===== config.mk =====
export PLATFORM = sky130hd
export DESIGN_NAME = supervision_sound
export DESIGN_NICKNAME = d
export VERILOG_FILES = /design/src/verilog/sv_sound_pkg.sv /design/src/verilog/reg_bus_if.sv /design/src/verilog/host_bus_port.sv /design/src/verilog/sys_timer.sv /design/src/verilog/tone_regs.sv /design/src/verilog/tone_channel.sv /design/src/verilog/audio_out.sv /design/src/verilog/supervision_sound.sv
export SDC_FILE = /design/constraint.sdc
export NUM_CORES = 1
export LEC_CHECK = 0
export ABC_AREA = 1
export ABC_CLOCK_PERIOD_IN_PS = 3810
export BUFFER_PORTS_ARGS = -buffer_cell sky130_fd_sc_hd__buf_2
export CAP_MARGIN = 20
export CORE_AREA = 2 2 173 175
export CTS_CLUSTER_SIZE = 8
export DETAILED_ROUTE_END_ITERATION = 8
export DIE_AREA = 0 0 175 177
export GPL_TIMING_DRIVEN = 0
export MAX_ROUTING_LAYER = met4
export PLACE_DENSITY = 0.6
export SETUP_SLACK_MARGIN = 0.05
export SLEW_MARGIN = 20
export SYNTH_ARGS = -nofsm -noshare
export SYNTH_HDL_FRONTEND = slang
export SYNTH_SLANG_ARGS = --single-unit

===== constraint.sdc =====
create_clock -name clk_sys -period 3.81 [get_ports clk_sys]
set_input_delay 0.762 -clock clk_sys [delete_from_list [all_inputs] [get_ports clk_sys]]
set_output_delay 0.762 -clock clk_sys [all_outputs]
set_load 0.01 [all_outputs]

===== src/verilog/sv_sound_pkg.sv =====
`default_nettype none

package sv_sound_pkg;

	// Two identical square-wave tone channels
	localparam int num_tone_ch = 2;

	////////////////////////////////////////////////////////////////////////////
	// Address map
	// Each region spans 8 byte registers, matched on address bits 15..3
	localparam logic [15:0] snd_base = 16'h2010;
	localparam logic [15:0] sys_base = 16'h2020;

	// System region offsets
	localparam logic [2:0] joy_off     = 3'd0;
	localparam logic [2:0] timer_off   = 3'd3;
	localparam logic [2:0] sys_ctl_off = 3'd6;
	localparam logic [2:0] irq_ack_off = 3'd7;

	// Tone region, one group of four per channel
	localparam int tone_regs_per_ch = 4;
	localparam int freq_lo_off      = 0;
	localparam int freq_hi_off      = 1;
	localparam int vduty_off        = 2;
	localparam int length_off       = 3;

	// System control bits
	localparam int sys_ctl_irq_en_bit = 1;
	localparam int sys_ctl_slow_bit   = 4;

	////////////////////////////////////////////////////////////////////////////
	// Dividers
	// Prescaler reload values, so one timer step every 256 or 16384 cycles
	localparam int prescale_fast = 255;
	localparam int prescale_slow = 16383;
	localparam int presc_w       = $clog2(prescale_slow + 1);

	// Tone tick and waveform shape
	localparam int tone_div   = 4;
	localparam int tone_div_w = $clog2(tone_div);
	localparam int duty_steps = 8;
	localparam int step_w     = $clog2(duty_steps);
	localparam int len_ticks  = 64;
	localparam int len_cnt_w  = 8 + $clog2(len_ticks);
	localparam int freq_w     = 11;

	// Output routing, channel 1 goes right and channel 2 left
	localparam int audio_w  = 16;
	localparam int ch_right = 0;
	localparam int ch_left  = 1;

	typedef logic [3:0] level_t;

	// One channel as seen from its four registers
	typedef struct packed {
		logic [freq_w-1:0] freq;
		level_t            volume;
		logic [1:0]        duty;
		logic [7:0]        length;
	} tone_cfg_t;

endpackage

`default_nettype wire


===== src/verilog/reg_bus_if.sv =====
`timescale 1ns/1ps
`default_nettype none

interface reg_bus_if;

	// Access strobes, one cycle each
	logic       wr;
	logic       rd;
	// Region hits, already decoded
	logic       sel_sys;
	logic       sel_snd;
	logic [2:0] off;
	logic [7:0] wdata;
	// Read data, registered in each block
	logic [7:0] rdata_sys;
	logic [7:0] rdata_snd;

	// Bus side
	modport port (
		output wr, rd, sel_sys, sel_snd, off, wdata,
		input  rdata_sys, rdata_snd
	);

	// System register block
	modport sys (
		input  wr, rd, sel_sys, off, wdata,
		output rdata_sys
	);

	// Tone register block
	modport snd (
		input  wr, rd, sel_snd, off, wdata,
		output rdata_snd
	);

endinterface

`default_nettype wire


===== src/verilog/host_bus_port.sv =====
`timescale 1ns/1ps
`default_nettype none

module host_bus_port
	import sv_sound_pkg::*;
(
	input  wire        clk_sys,
	input  wire        arst_n,
	input  wire        bus_req,
	input  wire        bus_we,
	input  wire [15:0] bus_addr,
	input  wire [7:0]  bus_wdata,
	output logic       bus_ack,
	output logic [7:0] bus_rdata,
	reg_bus_if.port    rb
);

	typedef enum logic [1:0] {
		st_idle,
		st_access,
		st_ack
	} state_t;

	state_t state;
	logic   hit_sys;
	logic   hit_snd;

	////////////////////////////////////////////////////////////////////////////
	// Region decode
	// Host keeps address and data stable until ack, no need to latch them
	assign hit_sys = (bus_addr[15:3] == sys_base[15:3]);
	assign hit_snd = (bus_addr[15:3] == snd_base[15:3]);

	// Strobe lives for the single access cycle
	assign rb.wr      = (state == st_access) && bus_we;
	assign rb.rd      = (state == st_access) && !bus_we;
	assign rb.sel_sys = hit_sys;
	assign rb.sel_snd = hit_snd;
	assign rb.off     = bus_addr[2:0];
	assign rb.wdata   = bus_wdata;

	////////////////////////////////////////////////////////////////////////////
	// Four-phase handshake
	always_ff @(posedge clk_sys or negedge arst_n) begin
		if (!arst_n) begin
			state     <= st_idle;
			bus_ack   <= 1'b0;
			bus_rdata <= 8'h00;
		end else begin
			case (state)
				// Wait for a request, ack already low here
				st_idle: begin
					if (bus_req)
						state <= st_access;
				end
				// Strobe cycle, block answers on the next edge
				st_access: begin
					state <= st_ack;
				end
				st_ack: begin
					if (!bus_ack) begin
						// Block read data valid now
						bus_ack <= 1'b1;
						if (!bus_we) begin
							bus_rdata <= hit_sys ? rb.rdata_sys :
							             hit_snd ? rb.rdata_snd : 8'hFF;
						end
					end else if (!bus_req) begin
						// Host released, close the cycle
						bus_ack <= 1'b0;
						state   <= st_idle;
					end
				end
				default: begin
					state <= st_idle;
				end
			endcase
		end
	end

	// Request has to be held over the whole access before ack shows up
	a_ack_needs_req: assert property (@(posedge clk_sys) disable iff (!arst_n)
		$rose(bus_ack) |-> $past(bus_req, 1) && $past(bus_req, 3));

endmodule

`default_nettype wire


===== src/verilog/sys_timer.sv =====
`timescale 1ns/1ps
`default_nettype none

module sys_timer
	import sv_sound_pkg::*;
(
	input  wire       clk_sys,
	input  wire       arst_n,
	reg_bus_if.sys    rb,
	input  wire [7:0] joy,
	output logic      irq
);

	logic [7:0]         sys_ctl;
	logic [7:0]         timer;
	logic [presc_w-1:0] presc;
	logic               presc_done;
	logic               wr_sys;
	logic               rd_sys;
	logic               wr_timer;
	logic               timer_zeroed;
	logic               irq_set;

	assign wr_sys   = rb.wr && rb.sel_sys;
	assign rd_sys   = rb.rd && rb.sel_sys;
	assign wr_timer = wr_sys && (rb.off == timer_off);

	// Control byte
	always_ff @(posedge clk_sys or negedge arst_n) begin
		if (!arst_n)
			sys_ctl <= 8'h00;
		else if (wr_sys && rb.off == sys_ctl_off)
			sys_ctl <= rb.wdata;
	end

	////////////////////////////////////////////////////////////////////////////
	// Prescaler
	// Free running, reload picks the period from the slow bit
	assign presc_done = (presc == '0);

	always_ff @(posedge clk_sys or negedge arst_n) begin
		if (!arst_n)
			presc <= '0;
		else if (presc_done)
			presc <= sys_ctl[sys_ctl_slow_bit] ? presc_w'(prescale_slow) :
			                                     presc_w'(prescale_fast);
		else
			presc <= presc - 1'b1;
	end

	////////////////////////////////////////////////////////////////////////////
	// IRQ timer
	// Counts down on each expiry and parks at zero
	always_ff @(posedge clk_sys or negedge arst_n) begin
		if (!arst_n)
			timer <= 8'h00;
		else if (wr_timer)
			timer <= rb.wdata;
		else if (presc_done && timer != 8'h00)
			timer <= timer - 8'd1;
	end

	// The step from 1 to 0, not the zero level itself
	assign timer_zeroed = presc_done && !wr_timer && (timer == 8'd1);

	// Writing 0 fires straight away
	assign irq_set = sys_ctl[sys_ctl_irq_en_bit] &&
	                 (timer_zeroed || (wr_timer && rb.wdata == 8'h00));

	// Status bit, cleared by reading offset 7
	// a new event in the same cycle wins over the clear
	always_ff @(posedge clk_sys or negedge arst_n) begin
		if (!arst_n)
			irq <= 1'b0;
		else if (irq_set)
			irq <= 1'b1;
		else if (rd_sys && rb.off == irq_ack_off)
			irq <= 1'b0;
	end

	// Read mux, sampled before the clear takes effect
	always_ff @(posedge clk_sys or negedge arst_n) begin
		if (!arst_n) begin
			rb.rdata_sys <= 8'h00;
		end else if (rd_sys) begin
			case (rb.off)
				joy_off:     rb.rdata_sys <= ~joy;
				timer_off:   rb.rdata_sys <= timer;
				sys_ctl_off: rb.rdata_sys <= sys_ctl;
				irq_ack_off: rb.rdata_sys <= {7'd0, irq};
				default:     rb.rdata_sys <= 8'hFF;
			endcase
		end
	end

	// Only a host write may move the timer up
	a_timer_no_rise: assert property (@(posedge clk_sys) disable iff (!arst_n)
		(timer > $past(timer)) |-> $past(wr_timer));

endmodule

`default_nettype wire


===== src/verilog/tone_regs.sv =====
`timescale 1ns/1ps
`default_nettype none

module tone_regs
	import sv_sound_pkg::*;
(
	input  wire                    clk_sys,
	input  wire                    arst_n,
	reg_bus_if.snd                 rb,
	output tone_cfg_t              cfg [num_tone_ch],
	output logic [num_tone_ch-1:0] restart,
	output logic                   tick
);

	logic [7:0]            regs [tone_regs_per_ch * num_tone_ch];
	logic [tone_div_w-1:0] div_cnt;
	logic                  wr_snd;
	logic                  rd_snd;

	assign wr_snd = rb.wr && rb.sel_snd;
	assign rd_snd = rb.rd && rb.sel_snd;

	////////////////////////////////////////////////////////////////////////////
	// Register file
	// Flat 8 entry map, offset picks the entry
	always_ff @(posedge clk_sys or negedge arst_n) begin
		if (!arst_n) begin
			for (int i = 0; i < tone_regs_per_ch * num_tone_ch; i++)
				regs[i] <= 8'h00;
		end else if (wr_snd) begin
			regs[rb.off] <= rb.wdata;
		end
	end

	// Full bytes read back, unused bits included
	always_ff @(posedge clk_sys or negedge arst_n) begin
		if (!arst_n)
			rb.rdata_snd <= 8'h00;
		else if (rd_snd)
			rb.rdata_snd <= regs[rb.off];
	end

	// Fields of each channel's group
	always_comb begin
		for (int c = 0; c < num_tone_ch; c++) begin
			cfg[c].freq   = {regs[c * tone_regs_per_ch + freq_hi_off][2:0],
			                 regs[c * tone_regs_per_ch + freq_lo_off]};
			cfg[c].volume = regs[c * tone_regs_per_ch + vduty_off][3:0];
			cfg[c].duty   = regs[c * tone_regs_per_ch + vduty_off][5:4];
			cfg[c].length = regs[c * tone_regs_per_ch + length_off];
		end
	end

	// Length write restarts the channel
	// strobe lines up with the new length value
	always_ff @(posedge clk_sys or negedge arst_n) begin
		if (!arst_n) begin
			restart <= '0;
		end else begin
			for (int c = 0; c < num_tone_ch; c++)
				restart[c] <= wr_snd && (rb.off == 3'(c * tone_regs_per_ch + length_off));
		end
	end

	////////////////////////////////////////////////////////////////////////////
	// Tone tick
	// Shared by both channels and the output stage
	always_ff @(posedge clk_sys or negedge arst_n) begin
		if (!arst_n) begin
			div_cnt <= '0;
			tick    <= 1'b0;
		end else begin
			tick <= (div_cnt == tone_div_w'(tone_div - 1));
			if (div_cnt == tone_div_w'(tone_div - 1))
				div_cnt <= '0;
			else
				div_cnt <= div_cnt + 1'b1;
		end
	end

endmodule

`default_nettype wire


===== src/verilog/tone_channel.sv =====
`timescale 1ns/1ps
`default_nettype none

module tone_channel
	import sv_sound_pkg::*;
(
	input  wire            clk_sys,
	input  wire            arst_n,
	input  wire tone_cfg_t cfg,
	input  wire            restart,
	input  wire            tick,
	output level_t         level
);

	logic [freq_w-1:0]    div_cnt;
	logic [step_w-1:0]    step;
	logic [step_w:0]      high_steps;
	logic [len_cnt_w-1:0] len_left;
	logic                 len_en;
	logic                 silent;
	logic                 step_high;

	// High part of the period per duty code
	always_comb begin
		case (cfg.duty)
			2'd0:    high_steps = 4'd1;
			2'd1:    high_steps = 4'd2;
			2'd2:    high_steps = 4'd4;
			default: high_steps = 4'd6;
		endcase
	end

	assign step_high = ({1'b0, step} < high_steps);

	// Length 0 never runs out
	assign silent = len_en && (len_left == '0);

	////////////////////////////////////////////////////////////////////////////
	// Divider, sequencer and length counter
	always_ff @(posedge clk_sys or negedge arst_n) begin
		if (!arst_n) begin
			div_cnt  <= '0;
			step     <= '0;
			len_left <= '0;
			len_en   <= 1'b0;
			level    <= '0;
		end else if (restart) begin
			// Start a fresh period and reload the length
			div_cnt  <= '0;
			step     <= '0;
			len_left <= len_cnt_w'(cfg.length) * len_cnt_w'(len_ticks);
			len_en   <= (cfg.length != 8'd0);
		end else if (tick) begin
			// Output only moves on ticks
			level <= (step_high && !silent) ? cfg.volume : '0;

			// freq+1 ticks per step
			// compare with >= so a smaller freq written mid-step still wraps
			if (div_cnt >= cfg.freq) begin
				div_cnt <= '0;
				if (step == step_w'(duty_steps - 1))
					step <= '0;
				else
					step <= step + 1'b1;
			end else begin
				div_cnt <= div_cnt + 1'b1;
			end

			if (len_left != '0)
				len_left <= len_left - 1'b1;
		end
	end

	// On every tick the level still holds 0 or the volume seen one tick earlier
	a_level_is_volume: assert property (@(posedge clk_sys) disable iff (!arst_n)
		tick |-> (level == '0) || (level == $past(cfg.volume, tone_div)));

endmodule

`default_nettype wire


===== src/verilog/audio_out.sv =====
`timescale 1ns/1ps
`default_nettype none

module audio_out
	import sv_sound_pkg::*;
(
	input  wire               clk_sys,
	input  wire               arst_n,
	input  wire               tick,
	input  wire level_t       levels [num_tone_ch],
	output logic [audio_w-1:0] audio_l,
	output logic [audio_w-1:0] audio_r
);

	////////////////////////////////////////////////////////////////////////////
	// Sample register
	// 4-bit level sits in the top bits, rest stays zero
	always_ff @(posedge clk_sys or negedge arst_n) begin
		if (!arst_n) begin
			audio_l <= '0;
			audio_r <= '0;
		end else if (tick) begin
			// Channel 1 to the right
			audio_r <= {levels[ch_right], {(audio_w - $bits(level_t)){1'b0}}};
			// Channel 2 to the left
			audio_l <= {levels[ch_left], {(audio_w - $bits(level_t)){1'b0}}};
		end
	end

endmodule

`default_nettype wire


===== src/verilog/supervision_sound.sv =====
`timescale 1ns/1ps
`default_nettype none

module supervision_sound
	import sv_sound_pkg::*;
(
	input  wire               clk_sys,
	input  wire               arst_n,
	input  wire               bus_req,
	input  wire               bus_we,
	input  wire [15:0]        bus_addr,
	input  wire [7:0]         bus_wdata,
	input  wire [7:0]         joy,
	output wire               bus_ack,
	output wire [7:0]         bus_rdata,
	output wire               irq,
	output wire [audio_w-1:0] audio_l,
	output wire [audio_w-1:0] audio_r
);

	// Decoded register accesses
	reg_bus_if rb ();

	tone_cfg_t              cfg [num_tone_ch];
	logic [num_tone_ch-1:0] restart;
	logic                   tick;
	level_t                 levels [num_tone_ch];

	////////////////////////////////////////////////////////////////////////////
	// Host side
	host_bus_port u_host_bus_port (
		.clk_sys   (clk_sys),
		.arst_n    (arst_n),
		.bus_req   (bus_req),
		.bus_we    (bus_we),
		.bus_addr  (bus_addr),
		.bus_wdata (bus_wdata),
		.bus_ack   (bus_ack),
		.bus_rdata (bus_rdata),
		.rb        (rb)
	);

	// Joystick, timer and IRQ
	sys_timer u_sys_timer (
		.clk_sys (clk_sys),
		.arst_n  (arst_n),
		.rb      (rb),
		.joy     (joy),
		.irq     (irq)
	);

	////////////////////////////////////////////////////////////////////////////
	// Sound path
	tone_regs u_tone_regs (
		.clk_sys (clk_sys),
		.arst_n  (arst_n),
		.rb      (rb),
		.cfg     (cfg),
		.restart (restart),
		.tick    (tick)
	);

	// One channel per register group
	for (genvar i = 0; i < num_tone_ch; i++) begin : g_ch
		tone_channel u_tone_channel (
			.clk_sys (clk_sys),
			.arst_n  (arst_n),
			.cfg     (cfg[i]),
			.restart (restart[i]),
			.tick    (tick),
			.level   (levels[i])
		);
	end

	audio_out u_audio_out (
		.clk_sys (clk_sys),
		.arst_n  (arst_n),
		.tick    (tick),
		.levels  (levels),
		.audio_l (audio_l),
		.audio_r (audio_r)
	);

endmodule

`default_nettype wire


==> summary.txt <==
outcome - finished, final reports clean
power share of the clock group - 0.394
nets - 1538
Final Hold Fails - 0
port bufs - 52
Top FF cell, synth - dfrtp_1
Worst-Margin Slew - 0.860 ns
Post-Synthesis Cells - 1352
post-route ant nets - 0
met1 usage - 0.265
via count of the first global-routing pass - 8861
Gate power share - 0.162
worst path arrival time - 2.37 ns
crit start category - flop
Max-Cap Viols - 0
mux cell area share after synthesis - 0
Inserted Clock Buffers - 29
row count - 63
antenna violations before repair - 0
Total Power - 5.66 mW
worst vdd rail ir drop - 0.398 mV
Yosys warning total - 0
area leader, netlist - dfrtp_1
LEAKAGE - 6.11 nW
XOR/XNOR share of the synthesized area - 0.0311
drt wl/cell - 15.2 um
Final Util - 0.431
CTS tree - done
RSZ-0062 raised after global routing - no
R2R depth - 10
GRT Total Usage - 0.189
Fmax - 0.522 GHz
worst min-delay path category - input port to async pin
Post-CTS Setup Bufs - 0
Post-synth EDFFs - 0
Die H - 177 um
synthesized-area fraction occupied by adder cells - 0.0479
syn avg cell area - 8.11 um2
drt pass-1 iters - 5
Resize count post-CTS - 0
Slowest Stage Delay on Critical Path - 0.40 ns
main combinational cell family by area after synthesis - simple AND/OR/NAND/NOR gates
CP required - 4.27 ns
most frequent cell on the critical path - nand2_1
DRT Wirelength - 28100 um
largest net degree at the start of global routing - 93
routing usage on met2 - 0.296
Place WS - 1.39 ns
Setup TNS - 0 ns
Yosys cell types - 49
critical path class - flop to flop
critical path's slowest cell - dfrtp_1
# clock sinks - 201
fill count - 2940
Clock Latency Late Sink - 0.53 ns
Worst-path clk slew - 0.05 ns
Synth Area in Simple Gates - 0.250
Vias - 9211
CP Cell Sequence - inv_1, ha_1, nand2_1, nor2_1, and2_1, nand2_1, nand4_1, buf_2, nand3_1, nand2_1
min cycle time layout - 1.92 ns
share of cells above drive strength 1 - 0.125
area grow syn2layout - 15.0%
period utilization - 0.503
final setup margin - 1.89 ns
met3 Track Usage GR - 0.0243
hold buffers post-CTS - 0
Slew Viols, Final - 0
FFs w/ async S/R, synth - 1.00
Placed Cells - 1819
register bit total from synthesis - 201
Worst setup EP type - flop
global routing's busiest layer - met2
core area - 0.0292 mm2
skew final - 0.0156 ns
Ports - 78
final instance area - 0.0126 mm2
Placed Area - 0.0119 mm2
Non-Filler Instances - 1851
Min Hold Slack - 0.0695 ns
Pint - 4.02 mW
post-detailed-route via-to-cell ratio - 4.98
Worst Path Max Fanout - 10
Die X - 175 um
antenna cell count - 0
pwr dens - 449 mW/mm2
drt initial violations - 704
Clock Tree Root - clkbuf_16
sw power - 1.64 mW
Overflow after GRT - 0
H-tree Lvls - 1
post-synthesis compound-gate area fraction - 0.127
CTS max path bufs - 3
top cell type's share of synthesized area - 0.459
Synth Cell Area - 0.0110 mm2
max_slew headroom - 0.425
Switching Fraction - 0.290
Starting Density - 0.375
sequential-to-total area share from yosys stat - 0.459
GPL Wtd Cong - 0.896
Area contributors post-synth - dfrtp_1 46%, nand2_1 12%, ha_1 4.8%
die footprint - 0.0310 mm2
Final setup viols - 0
Residual DRC - 0
Flop pwr share - 0.444
Post-DP HPWL - 20300 um
first-pass GRT wire length - 46200 um
[routing by layer]
metal  wire (um)  up-vias
met1       13600     4372
met5           0        -
met3        1180       38
met4         510        0
met2       12800      193
li1            -     4608
[worst paths after layout]
| check | start | to | slack, ns |
|---|---|---|---|
| hold / removal | arst_n | g_ch[0].u_tone_channel.step[2]$_DFFE_PN0P_ | 0.07 |
| hold reg to reg | u_tone_regs.div_cnt[0]$_DFF_PN0_ | u_tone_regs.div_cnt[0]$_DFF_PN0_ | 0.43 |
| max in group asynchronous | arst_n | u_sys_timer.timer[3]$_DFFE_PN0P_ | 2.59 |
| setup / recovery | u_tone_regs.cfg[24]$_DFFE_PN0P_ | g_ch[1].u_tone_channel.step[1]$_DFFE_PN0P_ | 1.89 |
| min in group clk_sys | u_tone_regs.div_cnt[0]$_DFF_PN0_ | u_tone_regs.div_cnt[0]$_DFF_PN0_ | 0.43 |
| setup reg to reg | u_tone_regs.cfg[24]$_DFFE_PN0P_ | g_ch[1].u_tone_channel.step[1]$_DFFE_PN0P_ | 1.89 |
[synthesized netlist by cell type (all sizes together) (2+ instances only)]
library cell and count:
clkbuf 7, xnor2 7, inv 140, o21ai 172
nor3 12, a21oi 30, nor3b 2, a31oi 2
nand2 366, and2 3, ha 42, or2 3
clkinv 2, nand4 30, a211oi 3, xor2 32
nand3 82, nand3b 2, buf 49, o221ai 2
nor4 5, o211ai 26, dfrtp 201, o22ai 7
o31ai 4, nor2 116
[cell families after synthesis]
family          after synthesis
simple gates                622
compound gates              249
flops                       201
buf+inv                     198
fa+ha+maj                    42
xor+xnor                     39
other cells                   1
[power groups by stage]
| stage | Sequential (mW) | Combinational (mW) | Clock, mW |
|---|---|---|---|
| 2_1_floorplan | 2.53 | 0.630 | 0 |
| 3_3_place_gp | 2.54 | 0.886 | 0 |
| 3_5_place_dp | 2.54 | 0.922 | 0 |
| 4_1_cts | 2.51 | 0.923 | 2.27 |
| 5_1_grt | 2.54 | 1.07 | 2.36 |
| 6_report | 2.51 | 0.919 | 2.23 |
[layout make-up]
cell class / instances / area (um2) / share of cell area
Multi-Input combinational cell: 976 / 5100 / 0.404
Clock inverter: 2 / 17.5 / 0.00139
Sequential cell: 201 / 5030 / 0.399
Buffer: 56 / 384 / 0.0305
Clock buffer: 30 / 729 / 0.0578
Tap cell: 390 / 488 / 0.0387
Timing Repair Buffer: 54 / 325 / 0.0258
Inverter: 142 / 541 / 0.0428
[cell usage in the layout, fill, tap and decap left out, types with 12 or more instances in the layout]
master,instances
xor2_1,32
o211ai_1,26
o21ai_1,59
conb_1,24
nand2_1,354
a21oi_1,29
dfrtp_1,201
clkbuf_16,29
buf_4,26
ha_1,42
nor2_1,107
nand4_1,25
nand2_2,12
inv_1,131
nand3_1,81
o21ai_0,105
buf_2,64
[registers in the layout (all words and copies together) (netlist names), 4 cells and up]
| signal | flops |
|---|---|
| u_audio_out.audio_r | 4 |
| u_sys_timer.rb.rdata_sys | 8 |
| g_ch.u_tone_channel.div_cnt | 22 |
| u_audio_out.audio_l | 4 |
| g_ch.u_tone_channel.level | 8 |
| u_tone_regs.regs | 14 |
| u_sys_timer.sys_ctl | 8 |
| g_ch.u_tone_channel.step | 6 |
| g_ch.u_tone_channel.len_left | 28 |
| u_sys_timer.timer | 8 |
| u_tone_regs.rb.rdata_snd | 8 |
| u_tone_regs.cfg | 50 |
| u_host_bus_port.bus_rdata | 8 |
| u_sys_timer.presc | 14 |
[critical path, delay by kind of cell (launching register included)]
family,cells,cell delay [ns]
fa+ha+maj,1,0.30
buf+inv,2,0.34
flops,1,0.40
simple gates,7,0.78
Note: power is estimated with default switching activity, not from simulation.
